===== src/rtl/icache_macros.svh =====
`ifndef ICACHE_MACROS_SVH
`define ICACHE_MACROS_SVH

// cache geometry, two ways of 4 KiB each

`define ICACHE_WAYS 2

// sets per way
`define ICACHE_SETS 256

`define ICACHE_WORDS_PER_LINE 4 // 16-byte line

// instruction word width
`define ICACHE_WORD_BITS 32

`endif


===== src/rtl/icache_pkg.sv =====
`default_nettype none

`include "icache_macros.svh"

package icache_pkg;

    // address field widths
    localparam int byte_bits   = $clog2(`ICACHE_WORD_BITS / 8);
    localparam int sel_bits    = $clog2(`ICACHE_WORDS_PER_LINE);
    localparam int offset_bits = sel_bits + byte_bits;
    localparam int index_bits  = $clog2(`ICACHE_SETS);

    typedef logic [31:0] addr_t;
    typedef logic [`ICACHE_WORD_BITS-1:0] word_t;

    // word 0 in the low bits
    typedef logic [`ICACHE_WORDS_PER_LINE*`ICACHE_WORD_BITS-1:0] line_t;

    typedef logic [$bits(addr_t)-index_bits-offset_bits-1:0] tag_t; // addr[31:12]
    typedef logic [index_bits-1:0] index_t;                         // addr[11:4]
    typedef logic [sel_bits-1:0] word_sel_t;                        // addr[3:2]

    typedef logic [$clog2(`ICACHE_WAYS)-1:0] way_t;
    typedef logic [`ICACHE_WAYS-1:0] way_mask_t;

endpackage

`default_nettype wire


===== src/rtl/icache_set_state.sv =====
`timescale 1ns/1ps
`default_nettype none

`include "icache_macros.svh"

module icache_set_state (
    input  wire logic               clk,
    input  wire logic               reset,
    input  wire icache_pkg::index_t rd_index,
    output icache_pkg::way_mask_t   valid,
    output icache_pkg::way_t        victim,
    input  wire logic               fill,
    input  wire icache_pkg::way_t   fill_way,
    input  wire logic               touch,
    input  wire icache_pkg::way_t   touch_way,
    input  wire logic               clear,
    input  wire icache_pkg::index_t wr_index
);

    import icache_pkg::*;

    way_mask_t valid_q [`ICACHE_SETS];
    way_t      lru_q   [`ICACHE_SETS]; // names the next victim

    always_ff @(posedge clk) begin
        if (reset) begin
            for (int s = 0; s < `ICACHE_SETS; s++) begin
                valid_q[s] <= '0;
                lru_q[s]   <= '0;
            end
            valid  <= '0;
            victim <= '0;
        end else begin
            valid  <= valid_q[rd_index]; // pre-write value
            victim <= lru_q[rd_index];
            if (clear) begin
                valid_q[wr_index] <= '0;
            end else if (fill) begin
                valid_q[wr_index][fill_way] <= 1'b1;
            end
            // two ways, so the other way is the complement
            if (fill) begin
                lru_q[wr_index] <= way_t'(~fill_way);
            end else if (touch) begin
                lru_q[wr_index] <= way_t'(~touch_way);
            end
        end
    end

    // refill only runs while busy, invalidate only while idle
    fill_clear_a: assert property (@(posedge clk) disable iff (reset) !(fill && clear));

endmodule

`default_nettype wire


===== config.mk =====
export PLATFORM = sky130hd
export DESIGN_NAME = icache_set_state
export DESIGN_NICKNAME = d
export VERILOG_FILES = /design/src/rtl/icache_pkg.sv /design/src/rtl/icache_set_state.sv
export VERILOG_INCLUDE_DIRS = /design/src /design/src/rtl
export SDC_FILE = /design/constraint.sdc
export NUM_CORES = 2
export LEC_CHECK = 0
export ABC_AREA = 1
export BUFFER_PORTS_ARGS = -buffer_cell sky130_fd_sc_hd__buf_2
export CAP_MARGIN = 20
export CELL_PAD_IN_SITES_DETAIL_PLACEMENT = 1
export CELL_PAD_IN_SITES_GLOBAL_PLACEMENT = 2
export CORE_MARGIN = 1
export CORE_UTILIZATION = 36
export DETAILED_ROUTE_END_ITERATION = 16
export PLACE_DENSITY_LB_ADDON = 0.1
export SETUP_SLACK_MARGIN = 0.15
export SLEW_MARGIN = 10
export SYNTH_ARGS = -nofsm -noshare
export SYNTH_HDL_FRONTEND = slang
export SYNTH_SLANG_ARGS = --single-unit

===== constraint.sdc =====
create_clock -name clk -period 1.35 [get_ports clk]
set_input_delay 0 -clock clk [delete_from_list [all_inputs] [get_ports clk]]
set_output_delay 0 -clock clk [all_outputs]
set_load 0.01 [all_outputs]

==> results.md <==
Yosys:
- The Yosys step of the flow raised 0 warnings.
- The number of nets handed over by synthesis was 4,711.
- Yosys attributes the largest share of cell area to edfxtp_1, nand2_1, o21ai_0, nand3_1, nor2_1.
- The area fraction in and, or, nand and nor cells after synthesis is 27.6%.
- After synthesis, the share of cell area in mux cells is 0.0279%.
- The synthesized netlist devotes 9.60% of its cell area to compound gates.
- The synthesized netlist devotes 0% of its cell area to XOR and XNOR gates.
- After synthesis, the largest area contributor takes up 57.1% of total cell area.
- After Yosys synthesis, full adders, half adders and majority gates account for 0% of the synthesized area.
- Synthesis produced a netlist whose cell count is 4,688.
- The count of state elements after synthesis is 771.
- After synthesis, the largest family of logic cells by area is simple AND/OR/NAND/NOR gates.
- The leading area contributor after synthesis is edfxtp_1.
- Synthesis instantiated 21 different standard cells from the library.
- The cell area after synthesis is 40,400 sq um.
- The share of synthesized area occupied by flip-flops and latches is 57.2%.
- The average cell area after synthesis is 8.62 sq um.

Place:
- Detailed placement finished with a half-perimeter wire length of 99,400 microns.
- The number of buffer cells added on primary ports is 25.
- At the end of routability-driven placement, the weighted congestion stood at 0.832.
- The placed cell area is 46,600 sq um.
- The worst setup timing slack at the placement stage is -0.621 ns.
- The total instance count after detailed placement is 6,249.

Clocking:
- The post-CTS clock slew at the launch and capture registers of the worst setup and hold paths is 0.06 ns.
- The clock tree root buffer cell is clkbuf_16.
- The clock tree from TritonCTS is done.
- The count of hold buffers inserted by post-cts repair is 2.
- The depth of the CTS H-tree is 3.
- For this design, the sink count on the clock tree is 771.
- The later pin in the worst-skew pair is clocked with a latency of 0.68 ns.
- The maximum clock path buffer count is 3.
- The CTS buffer count is 92.

Timing:
- The hold violation count in the final report is 3.
- The worst path uses 108% of the clock period.
- The max-slew violation count is 0.
- At the pin with the least slew margin, the transition time is 0.732 ns.
- The normalized max-slew margin is 51.2%.
- Subtracting the final worst setup slack from the clock period gives 1.46 ns.
- The worst hold margin is -0.129 ns.
- The upper clock frequency limit is 684 MHz.
- Setup repair after global routing could not meet its margin everywhere.
- The total setup violations reported at the end of the flow is 4.
- The final worst slack is -0.111 ns.
- Between clock sinks in the finished design, the worst skew comes to 0.0259 ns.

Cells and area:
- The number of nets in the finished design is 4,880.
- Compared with the post-synthesis result, the final layout area differs by 24.2%.
- In the layout the commonest cells are nand2_1, edfxtp_1, o21ai_0, nand3_1, nor2_1.
- The number of standard cells in the final layout excluding fillers is 6,414.
- The filler cells instantiated in the layout total 12,700.
- After routing the design area is 50,200 sq um.
- The share of the core filled with cells is 45.2%.
- The library cell used most frequently in the layout, excluding fill and tap cells, is nand2_1.
- The post-route netlist has 17.4% of its cells at a drive strength greater than 1.

Drt:
- The number of vias in the routed layout is 36,104.
- The number of violations reported at the end of detailed-routing iteration 0 is 3,043.
- The number of nets still failing antenna checks after routing is 0.
- In the routed layout, each cell is associated on average with a via count of 5.63.
- After detailed routing, the number of remaining DRC violations is 0.
- The pre-antenna-repair detailed-routing pass consisted of 5 iterations.
- Summed over all layers, the routed wires come to 156,000 microns.
- Dividing the detail-routed wire length by the instance count gives 24.2 microns.

Critical path:
- STA classifies the critical path startpoint as a flop.
- The setup path with the least slack is of type reg -> reg.
- The biggest fanout along the worst timing path is 1.
- The worst register-to-register path has a setup slack of -0.11 ns.
- The worst endpoint required time is 1.95 ns.
- Data on the critical path arrives at its endpoint at 2.06 ns.
- The element type at the critical path end is a flop.

Floorplan:
- The region available for standard cell placement spans 111,000 sq um.
- The initial cell density of the core is 36.4%.
- The y dimension of the die is 337 microns.
- The floorplan step defined a die boundary enclosing 114,000 sq um.
- From left edge to right edge, the die measures 337 microns.
- Row generation in the floorplan step produced 122 rows.
- In this run the count of I/O pins placed on the die edge is 26.

Power and ir drop:
- Across the VDD grid, the largest voltage drop is 777 uV.
- The cell leakage power is 17.1 nW.
- The power density over the cells is 1170 nW/um^2.

GRT:
- The maximum number of pins on one net before global-route repair is 184.
- The first global-routing pass estimated 234,000 microns of wire.
- The initial antenna violation count is 8.
- Global routing used 27.4% of the available tracks.
- The number of global-route vias before repair was 36,912.
- The total congestion overflow is 0.

Min path:
- The class of the tightest hold or removal check is in -> reg.

Outcome:
- The final reports fail on hold timing, setup timing.
- The flow ran to the end, but the final reports show violations.

Job:
- The tool flagged a number of max-cap violations equal to 0.
-- flip-flops by register name (all words and copies together), names as in the netlist --
name     count
valid_q    512
lru_q      256
valid        2
victim       1
-- synthesized netlist by cell type (all sizes together) --
cell type / n
a21oi: 4
buf: 201
clkbuf: 277
clkinv: 2
dfxtp: 3
edfxtp: 768
inv: 18
mux2: 1
nand2: 1115
nand3: 727
nor2: 546
nor3: 256
o21a: 1
o21ai: 769
-- path summary, 6_finish.rpt --
path         endpoint  cells past startpoint             from
max          valid[0]                     10  valid_q[185][0]
min          valid[1]                      3            reset
max reg2reg  valid[0]                     10  valid_q[185][0]
min reg2reg    victim                     10       lru_q[112]
-- through the flow --
step                total power [mW]  TNS [ns]  hold WS [ns]
floorplan                       31.9         0        0.0691
finish                          58.7    -0.302        -0.129
global placement                35.3   -301.37         0.392
global route                    60.5    -0.493        -0.167
CTS                             59.0    -0.276        -0.177
detailed placement              35.4   -331.78         0.377
-- timing repair --
| item | CTS | global route |
|---|---|---|
| pin swaps | 39 | 57 |
| setup buffers | 0 | 0 |
| endpoints found under the hold margin | 4 | 3 |
| gates resized for setup | 101 | 91 |
| endpoints found under the setup margin | 6 | 5 |
-- power breakdown --
group          leakage [nW]  switching [mW]  internal, mW
combinational          8.43            4.95          2.41
clock                  1.32            10.3          13.1
sequential             7.32           0.405          27.5
-- critical path, stage by stage (launching register included) --
cell	delay, ns
edfxtp_1	0.33
nand2_1	0.05
nand3_1	0.10
nand3_1	0.10
nand3_1	0.12
nand3_1	0.16
nand2_1	0.12
nand2_1	0.06
nand3_1	0.11
nand3_2	0.07
a21oi_1	0.15
-- layer usage --
layer / track usage, % / wire length, microns / part of all wire [%]
met2: 45.7 / 73900 / 48
met1: 37.3 / 69300 / 45
met5: 0 / 17 / 0.011
met3: 3.16 / 7610 / 4.9
met4: 8.13 / 4640 / 3.0
-- area by class of cell --
class,instances,area [sq um],area share (%)
clock buffer,120,2470,4.93
clock inverter,42,229,0.456
antenna,1,2.50,0.00499
inverter,20,113,0.224
timing repair buffer,553,6270,12.5
sequential,771,23100,46.1
tap,1488,1860,3.71
multi-input combinational,3419,16100,32.1
-- logic make-up (layout without fill, tap and decap cells) --
group	count (synthesis)	count (layout)
AND/OR/NAND/NOR	2644	2644
other	0	1
AO/OA/AOI/OAI	774	774
multiplexers	1	1
buffers and inverters	498	735
flip-flops	771	771
Note: power is estimated with default switching activity, not from simulation.
