<file path="src/rtl/icache_macros.svh">
`ifndef ICACHE_MACROS_SVH
`define ICACHE_MACROS_SVH

// cache geometry, two ways of 4 KiB each

`define ICACHE_WAYS 2

// sets per way
`define ICACHE_SETS 256

`define ICACHE_WORDS_PER_LINE 4 // 16-byte line

// instruction word width
`define ICACHE_WORD_BITS 32

`endif

</file>
<file path="src/rtl/icache_pkg.sv">
`default_nettype none

`include "icache_macros.svh"

package icache_pkg;

    // address field widths
    localparam int byte_bits   = $clog2(`ICACHE_WORD_BITS / 8);
    localparam int sel_bits    = $clog2(`ICACHE_WORDS_PER_LINE);
    localparam int offset_bits = sel_bits + byte_bits;
    localparam int index_bits  = $clog2(`ICACHE_SETS);

    typedef logic [31:0] addr_t;
    typedef logic [`ICACHE_WORD_BITS-1:0] word_t;

    // word 0 in the low bits
    typedef logic [`ICACHE_WORDS_PER_LINE*`ICACHE_WORD_BITS-1:0] line_t;

    typedef logic [$bits(addr_t)-index_bits-offset_bits-1:0] tag_t; // addr[31:12]
    typedef logic [index_bits-1:0] index_t;                         // addr[11:4]
    typedef logic [sel_bits-1:0] word_sel_t;                        // addr[3:2]

    typedef logic [$clog2(`ICACHE_WAYS)-1:0] way_t;
    typedef logic [`ICACHE_WAYS-1:0] way_mask_t;

endpackage

`default_nettype wire

</file>
<file path="src/rtl/icache_ctrl.sv">
`timescale 1ns/1ps
`default_nettype none

`include "icache_macros.svh"

module icache_ctrl (
    input  wire logic                                   clk,
    input  wire logic                                   reset,
    // cpu side
    input  wire logic                                   fetch_valid,
    input  wire logic                                   inv_valid,
    input  wire icache_pkg::addr_t                      fetch_addr,
    output logic                                        busy,
    output icache_pkg::word_t                           rdata,
    // memory side
    output logic                                        rd_req,
    output icache_pkg::addr_t                           rd_addr,
    input  wire logic                                   rd_rdy,
    input  wire logic                                   ret_valid,
    input  wire icache_pkg::line_t                      ret_data,
    // arrays
    output icache_pkg::index_t                          ram_index,
    input  wire icache_pkg::tag_t [`ICACHE_WAYS-1:0]    tag_rdata,
    output icache_pkg::way_mask_t                       tag_we,
    output icache_pkg::tag_t                            tag_wdata,
    input  wire icache_pkg::word_t [`ICACHE_WAYS-1:0][`ICACHE_WORDS_PER_LINE-1:0] bank_rdata,
    output icache_pkg::way_mask_t                       bank_we,
    output icache_pkg::word_t [`ICACHE_WORDS_PER_LINE-1:0] bank_wdata,
    // set state
    input  wire icache_pkg::way_mask_t                  valid,
    input  wire icache_pkg::way_t                       victim,
    output logic                                        fill,
    output logic                                        touch,
    output logic                                        clear,
    output icache_pkg::way_t                            fill_way,
    output icache_pkg::way_t                            touch_way,
    output icache_pkg::index_t                          wr_index
);

    import icache_pkg::*;

    typedef enum logic [1:0] {
        LOOKUP,
        MISS,
        REFILL,
        REFILL_DONE
    } state_t;

    state_t    state;
    state_t    state_nxt;
    logic      lookup_pend; // compare due this cycle
    tag_t      buf_tag;
    index_t    buf_index;
    word_sel_t buf_sel;
    way_t      victim_q;
    way_mask_t hit;
    way_t      hit_way;
    logic      cache_hit;
    logic      accept;
    logic      inv_accept;
    logic      refill_wr;
    tag_t      fetch_tag;
    index_t    fetch_index;

    assign fetch_tag   = fetch_addr[$bits(addr_t)-1 -: $bits(tag_t)];
    assign fetch_index = fetch_addr[offset_bits +: $bits(index_t)];

    for (genvar w = 0; w < `ICACHE_WAYS; w++) begin : g_cmp
        assign hit[w] = valid[w] && (tag_rdata[w] == buf_tag);
    end

    assign cache_hit = |hit;
    assign hit_way   = hit[1] ? way_t'(1) : way_t'(0);
    assign rdata     = bank_rdata[hit_way][buf_sel];

    // busy rises straight from a failed compare
    always_comb begin
        busy = 1'b1;
        if (state == LOOKUP) begin
            busy = lookup_pend && !cache_hit;
        end
    end

    assign accept     = fetch_valid && !busy;
    assign inv_accept = inv_valid && !busy;

    always_ff @(posedge clk) begin
        if (accept) begin
            buf_tag   <= fetch_tag;
            buf_index <= fetch_index;
            buf_sel   <= fetch_addr[byte_bits +: $bits(word_sel_t)];
        end
    end

    // victim output tracks the buffered set while waiting on memory
    always_ff @(posedge clk) begin
        if (state == MISS) begin
            victim_q <= victim;
        end
    end

    always_ff @(posedge clk) begin
        if (reset) begin
            state       <= LOOKUP;
            lookup_pend <= 1'b0;
        end else begin
            state       <= state_nxt;
            lookup_pend <= accept || (state == REFILL_DONE); // re-check after fill
        end
    end

    always_comb begin
        state_nxt = state;
        case (state)
            LOOKUP: begin
                if (lookup_pend && !cache_hit) begin
                    state_nxt = MISS;
                end
            end
            MISS: begin
                if (rd_rdy) begin
                    state_nxt = REFILL;
                end
            end
            REFILL: begin
                if (ret_valid) begin
                    state_nxt = REFILL_DONE;
                end
            end
            REFILL_DONE: state_nxt = LOOKUP;
            default:     state_nxt = LOOKUP;
        endcase
    end

    assign rd_req  = (state == MISS);
    assign rd_addr = {buf_tag, buf_index, {offset_bits{1'b0}}}; // line aligned

    // buffered set unless a new fetch is taken
    assign ram_index = (state == LOOKUP && accept) ? fetch_index : buf_index;

    assign refill_wr  = (state == REFILL) && ret_valid;
    assign tag_we     = refill_wr ? way_mask_t'(1) << victim_q : '0;
    assign bank_we    = tag_we;
    assign tag_wdata  = buf_tag;
    assign bank_wdata = ret_data;

    assign fill      = refill_wr;
    assign fill_way  = victim_q;
    assign touch     = (state == LOOKUP) && lookup_pend && cache_hit && !inv_accept;
    assign touch_way = hit_way;
    assign clear     = inv_accept;
    assign wr_index  = inv_accept ? fetch_index : buf_index;

    no_fetch_busy_a: assert property (
        @(posedge clk) disable iff (reset) fetch_valid |-> !busy
    );

    fetch_inv_excl_a: assert property (
        @(posedge clk) disable iff (reset) !(fetch_valid && inv_valid)
    );

    // line address held until the memory takes it
    rd_addr_hold_a: assert property (
        @(posedge clk) disable iff (reset) rd_req && !rd_rdy |=> rd_req && $stable(rd_addr)
    );

    // a tag is only filled after missing in both ways
    one_hit_a: assert property (@(posedge clk) disable iff (reset) $onehot0(hit));

endmodule

`default_nettype wire

</file>
<file path="config.mk">
export PLATFORM = sky130hd
export DESIGN_NAME = icache_ctrl
export DESIGN_NICKNAME = d
export VERILOG_FILES = /design/src/rtl/icache_pkg.sv /design/src/rtl/icache_ctrl.sv
export VERILOG_INCLUDE_DIRS = /design/src /design/src/rtl
export SDC_FILE = /design/constraint.sdc
export NUM_CORES = 1
export LEC_CHECK = 0
export ABC_AREA = 1
export BUFFER_PORTS_ARGS = -buffer_cell sky130_fd_sc_hd__buf_4
export CAP_MARGIN = 20
export CORE_AREA = 2 2 277 279
export CTS_BUF_LIST = sky130_fd_sc_hd__clkbuf_16
export DETAILED_ROUTE_END_ITERATION = 12
export DIE_AREA = 0 0 279 281
export PLACE_DENSITY = 0.32
export RECOVER_POWER = 25
export SYNTH_ARGS = -nofsm -noshare
export SYNTH_HDL_FRONTEND = slang
export SYNTH_SLANG_ARGS = --single-unit
</file>
<file path="constraint.sdc">
create_clock -name clk -period 2.25 [get_ports clk]
set_input_delay 0.1125 -clock clk [delete_from_list [all_inputs] [get_ports clk]]
set_output_delay 0.1125 -clock clk [all_outputs]
set_load 0.05 [all_outputs]
</file>
==> run_results.csv <==
group,metric,value,unit
run_status,status,"complete, but fails checks",
run_status,violations,"setup timing",
grt,grt_pass1_wl,67810,µm
synth,yosysWarnings,0,
layout,drive_above_1_share,0.4352,
timing,finalWorstSetupSlack,-368.7,ps
synth,ys_types,22,
layout,finish.utilization,0.1769,
critical_path,rrSetupSlack,-160,ps
placement,gp_congestion,0.8585,
synth,syn_area_per_cell,5.180,µm²
route,drc,0,
layout,syn2layout_area_growth,92.44,%
route,vias,9349,
power_and_ir_drop,ir_drop,0.5966,mV
grt,grt_pass1_vias,9328,
floorplanning,die_y,281,µm
timing,setup_violations,74,
clocking,cts_buffer_depth,2,
timing,finalMaxSlewViolations,0,
floorplanning,die_x,279,µm
clocking,htree_levels,2,
grt,overflow,0,
layout,register_area,991.0,µm²
placement,place_ws,-309.7,ps
placement,hpwl,41850,µm
clocking,clkSinkCount,34,
synth,synthTopCellsByArea,"nand2_1 31%, buf_4 17%, inv_1 16%, edfxtp_1 13%, nand3_1 7.6%",
synth,synthTopCellsByCount,"567 x nand2_1, 294 x inv_1, 154 x buf_4",
route,drtIter0Drc,367,
route,routed_via_density,3.402,
floorplanning,start_util,0.09194,
timing,hold_viol,0,
grt,grt_max_degree,54,
route,final_antenna_net_count,0,
critical_path,worstPathMaxFanout,14,
critical_path,endpoint_kind,"output pin",
synth,synth_edf_count,31,
floorplanning,die-area,78400,µm²
synth,yosysSeqAreaShare,0.1429,
grt,gr-usage-all-layers,0.1202,
critical_path,crit_start,"tag_wdata[3]",
clocking,tritoncts,"done",
timing,fmax,381.9,MHz
floorplanning,num_rows,101,
layout,stdcell_area,13350,µm²
synth,yosysMostFrequentCell,"nand2_1",
synth,synth_area,6937,µm²
clocking,clkTransAtPathRegs,60,ps
critical_path,worstPathRequired,2140,ps
timing,fin_tns_setup,-15860,ps
placement,place_area,11180,µm²
grt,antenna_found_initial,5,
timing,min_period,2619,ps
layout,multi_input_area,4009,µm²
critical_path,crit_path_start_kind,"register",
flow_run,cap_viol_max_count,0,
critical_path,r2r_start,"tag_wdata[1]",
synth,synthFlopType,"edfxtp_1",
placement,port_buffers,441,
clocking,clk_latency,300,ps
critical_path,crit_end,"rdata[0]",
synth,ys_ff_latch,34,
route,wl,50800,µm
synth,synthCells,1339,
timing,period_share,1.164,
layout,final_nets,2236,
floorplanning,core-area,75440,µm²
synth,synth_top_area_cell,"nand2_1",
synth,yosysTopAreaCellShare,0.3068,
power_and_ir_drop,p_leak,7.521,nW
route,routed.top_layer,"met5",
layout,num-fill-cells,8762,
route,wl_per_cell,18.49,µm
clocking,numCtsBuffers,5,
route,wl_met1,18540,µm
timing,skew,7.413,ps
timing,relSlewSlack,0.6188,
critical_path,worstReg2RegEnd,"tag_wdata[13]",
critical_path,arrival,2510,ps
floorplanning,io_pins,704,
route,dr_wl_met3,4736,µm
timing,worstMarginPinSlew,571.8,ps
route,dr_wl_met2,25730,µm
critical_path,path_class,"reg2out",
hold_path,hold_path_class,"in2reg",
timing,whs,22.82,ps
power_and_ir_drop,power.density,685.9,nW/µm²
route,drtPass1Iterations,4,
synth,synth-async-reset-ratio,0,
clocking,root_buffer,"clkbuf_16",
critical_path,ff2ff_path_depth,14,
timing,rsz0062_at_grt,"true",
-- sequential cells by signal, indices dropped and copies added (netlist names) --
| name | count |
|---|---|
| lookup_pend | 1 |
| fill_way | 1 |
| tag_wdata | 20 |
| buf_index | 8 |
| buf_sel | 2 |
| state | 2 |
-- layout by cell type (no fill, tap or decap), drive strengths merged --
| master | synthesis | final |
|---|---|---|
| inv | 301 | 300 |
| dfxtp | 3 | 3 |
| nand3 | 108 | 108 |
| clkbuf | 23 | 21 |
| diode | 0 | 3 |
| a21oi | 2 | 2 |
| conb | 1 | 4 |
| nand4 | 21 | 21 |
| nand3b | 2 | 2 |
| clkinvlp | 0 | 1 |
| o21ai | 5 | 5 |
| dlygate4sd3 | 0 | 22 |
| buf | 183 | 585 |
| ha | 5 | 5 |
| o22ai | 1 | 1 |
| nor3 | 2 | 2 |
| edfxtp | 31 | 31 |
| o211ai | 33 | 33 |
| nor2 | 51 | 51 |
| nand2 | 567 | 567 |
| clkinv | 0 | 3 |
-- metrics by stage --
step           power [W]  std cells
2_1_floorplan   0.005319       1342
3_3_place_gp    0.007332       2659
3_5_place_dp    0.007295       2659
4_1_cts         0.008950       2727
5_1_grt         0.009728       2746
6_report        0.009156       2748
-- cell families (layout without fill, tap and decap cells) --
group           after synthesis  after routing  synth area share
compound gates               41             41           0.04167
fa+ha+maj                     5              5          0.009019
simple gates                751            751            0.4363
other cells                   1              7         0.0005406
buf+inv                     507            932            0.3696
flops                        34             34            0.1429
-- routing by layer --
metal,GRT usage,vias to the layer above
li1,-,4652
met1,0.1247,4193
met2,0.2238,429
met3,0.04340,67
met4,0.03805,8
met5,0,-
-- report_power, final --
| group | leakage (nW) | switching (W) | internal [W] | total [W] |
|---|---|---|---|---|
| Sequential | 0.316 | 0.000189 | 0.000897 | 0.00109 |
| Clock | 0.0724 | 0.000294 | 0.000401 | 0.000695 |
| Combinational | 7.13 | 0.00441 | 0.00296 | 0.00738 |
-- worst max-delay path: stages (launching register included) --
cell and delay, ps:
edfxtp_1 460, nand2_1 120, nand2_1 60, nor2_1 90
nand2_1 110, nor2_2 170, nand3_4 90, buf_12 160
buf_4 170, clkbuf_16 180, nand2_1 70, nand3_1 80
nand2_2 120, nand2_1 80, nand2_2 90, buf_8 140
-- area by class of cell --
class / count / share of cell area
Timing Repair Buffer: 623 / 0.4357
Multi-Input combinational cell: 801 / 0.3003
Tap cell: 978 / 0.09167
Inverter: 301 / 0.08726
Sequential cell: 34 / 0.07423
Clock buffer: 5 / 0.009373
Clock inverter: 3 / 0.0009373
Antenna cell: 3 / 0.0005624
-- repair_timing --
item / 4_1_cts / 5_1_grt
pin swaps: 62 / 54
cloned: 13 / 8
buffers inserted: 26 / 13
hold buffers: 21 / 1
endpoints found under the hold margin: 21 / 1
endpoints found under the setup margin: 82 / 82
resized for setup: 216 / 84
-- worst min-delay path by stage --
stage,startpoint,end,slack [ps],depth (start not counted)
after global placement,ret_data[121],bank_wdata[121],230,0
final,reset,lookup_pend,20,2
after detailed placement,ret_data[121],bank_wdata[121],230,0
after floorplan,reset,lookup_pend,180,1
after global routing,reset,lookup_pend,30,2
after CTS,fetch_addr[3],buf_sel[1],3,1
No activity file was read; power rests on OpenSTA's default activity.
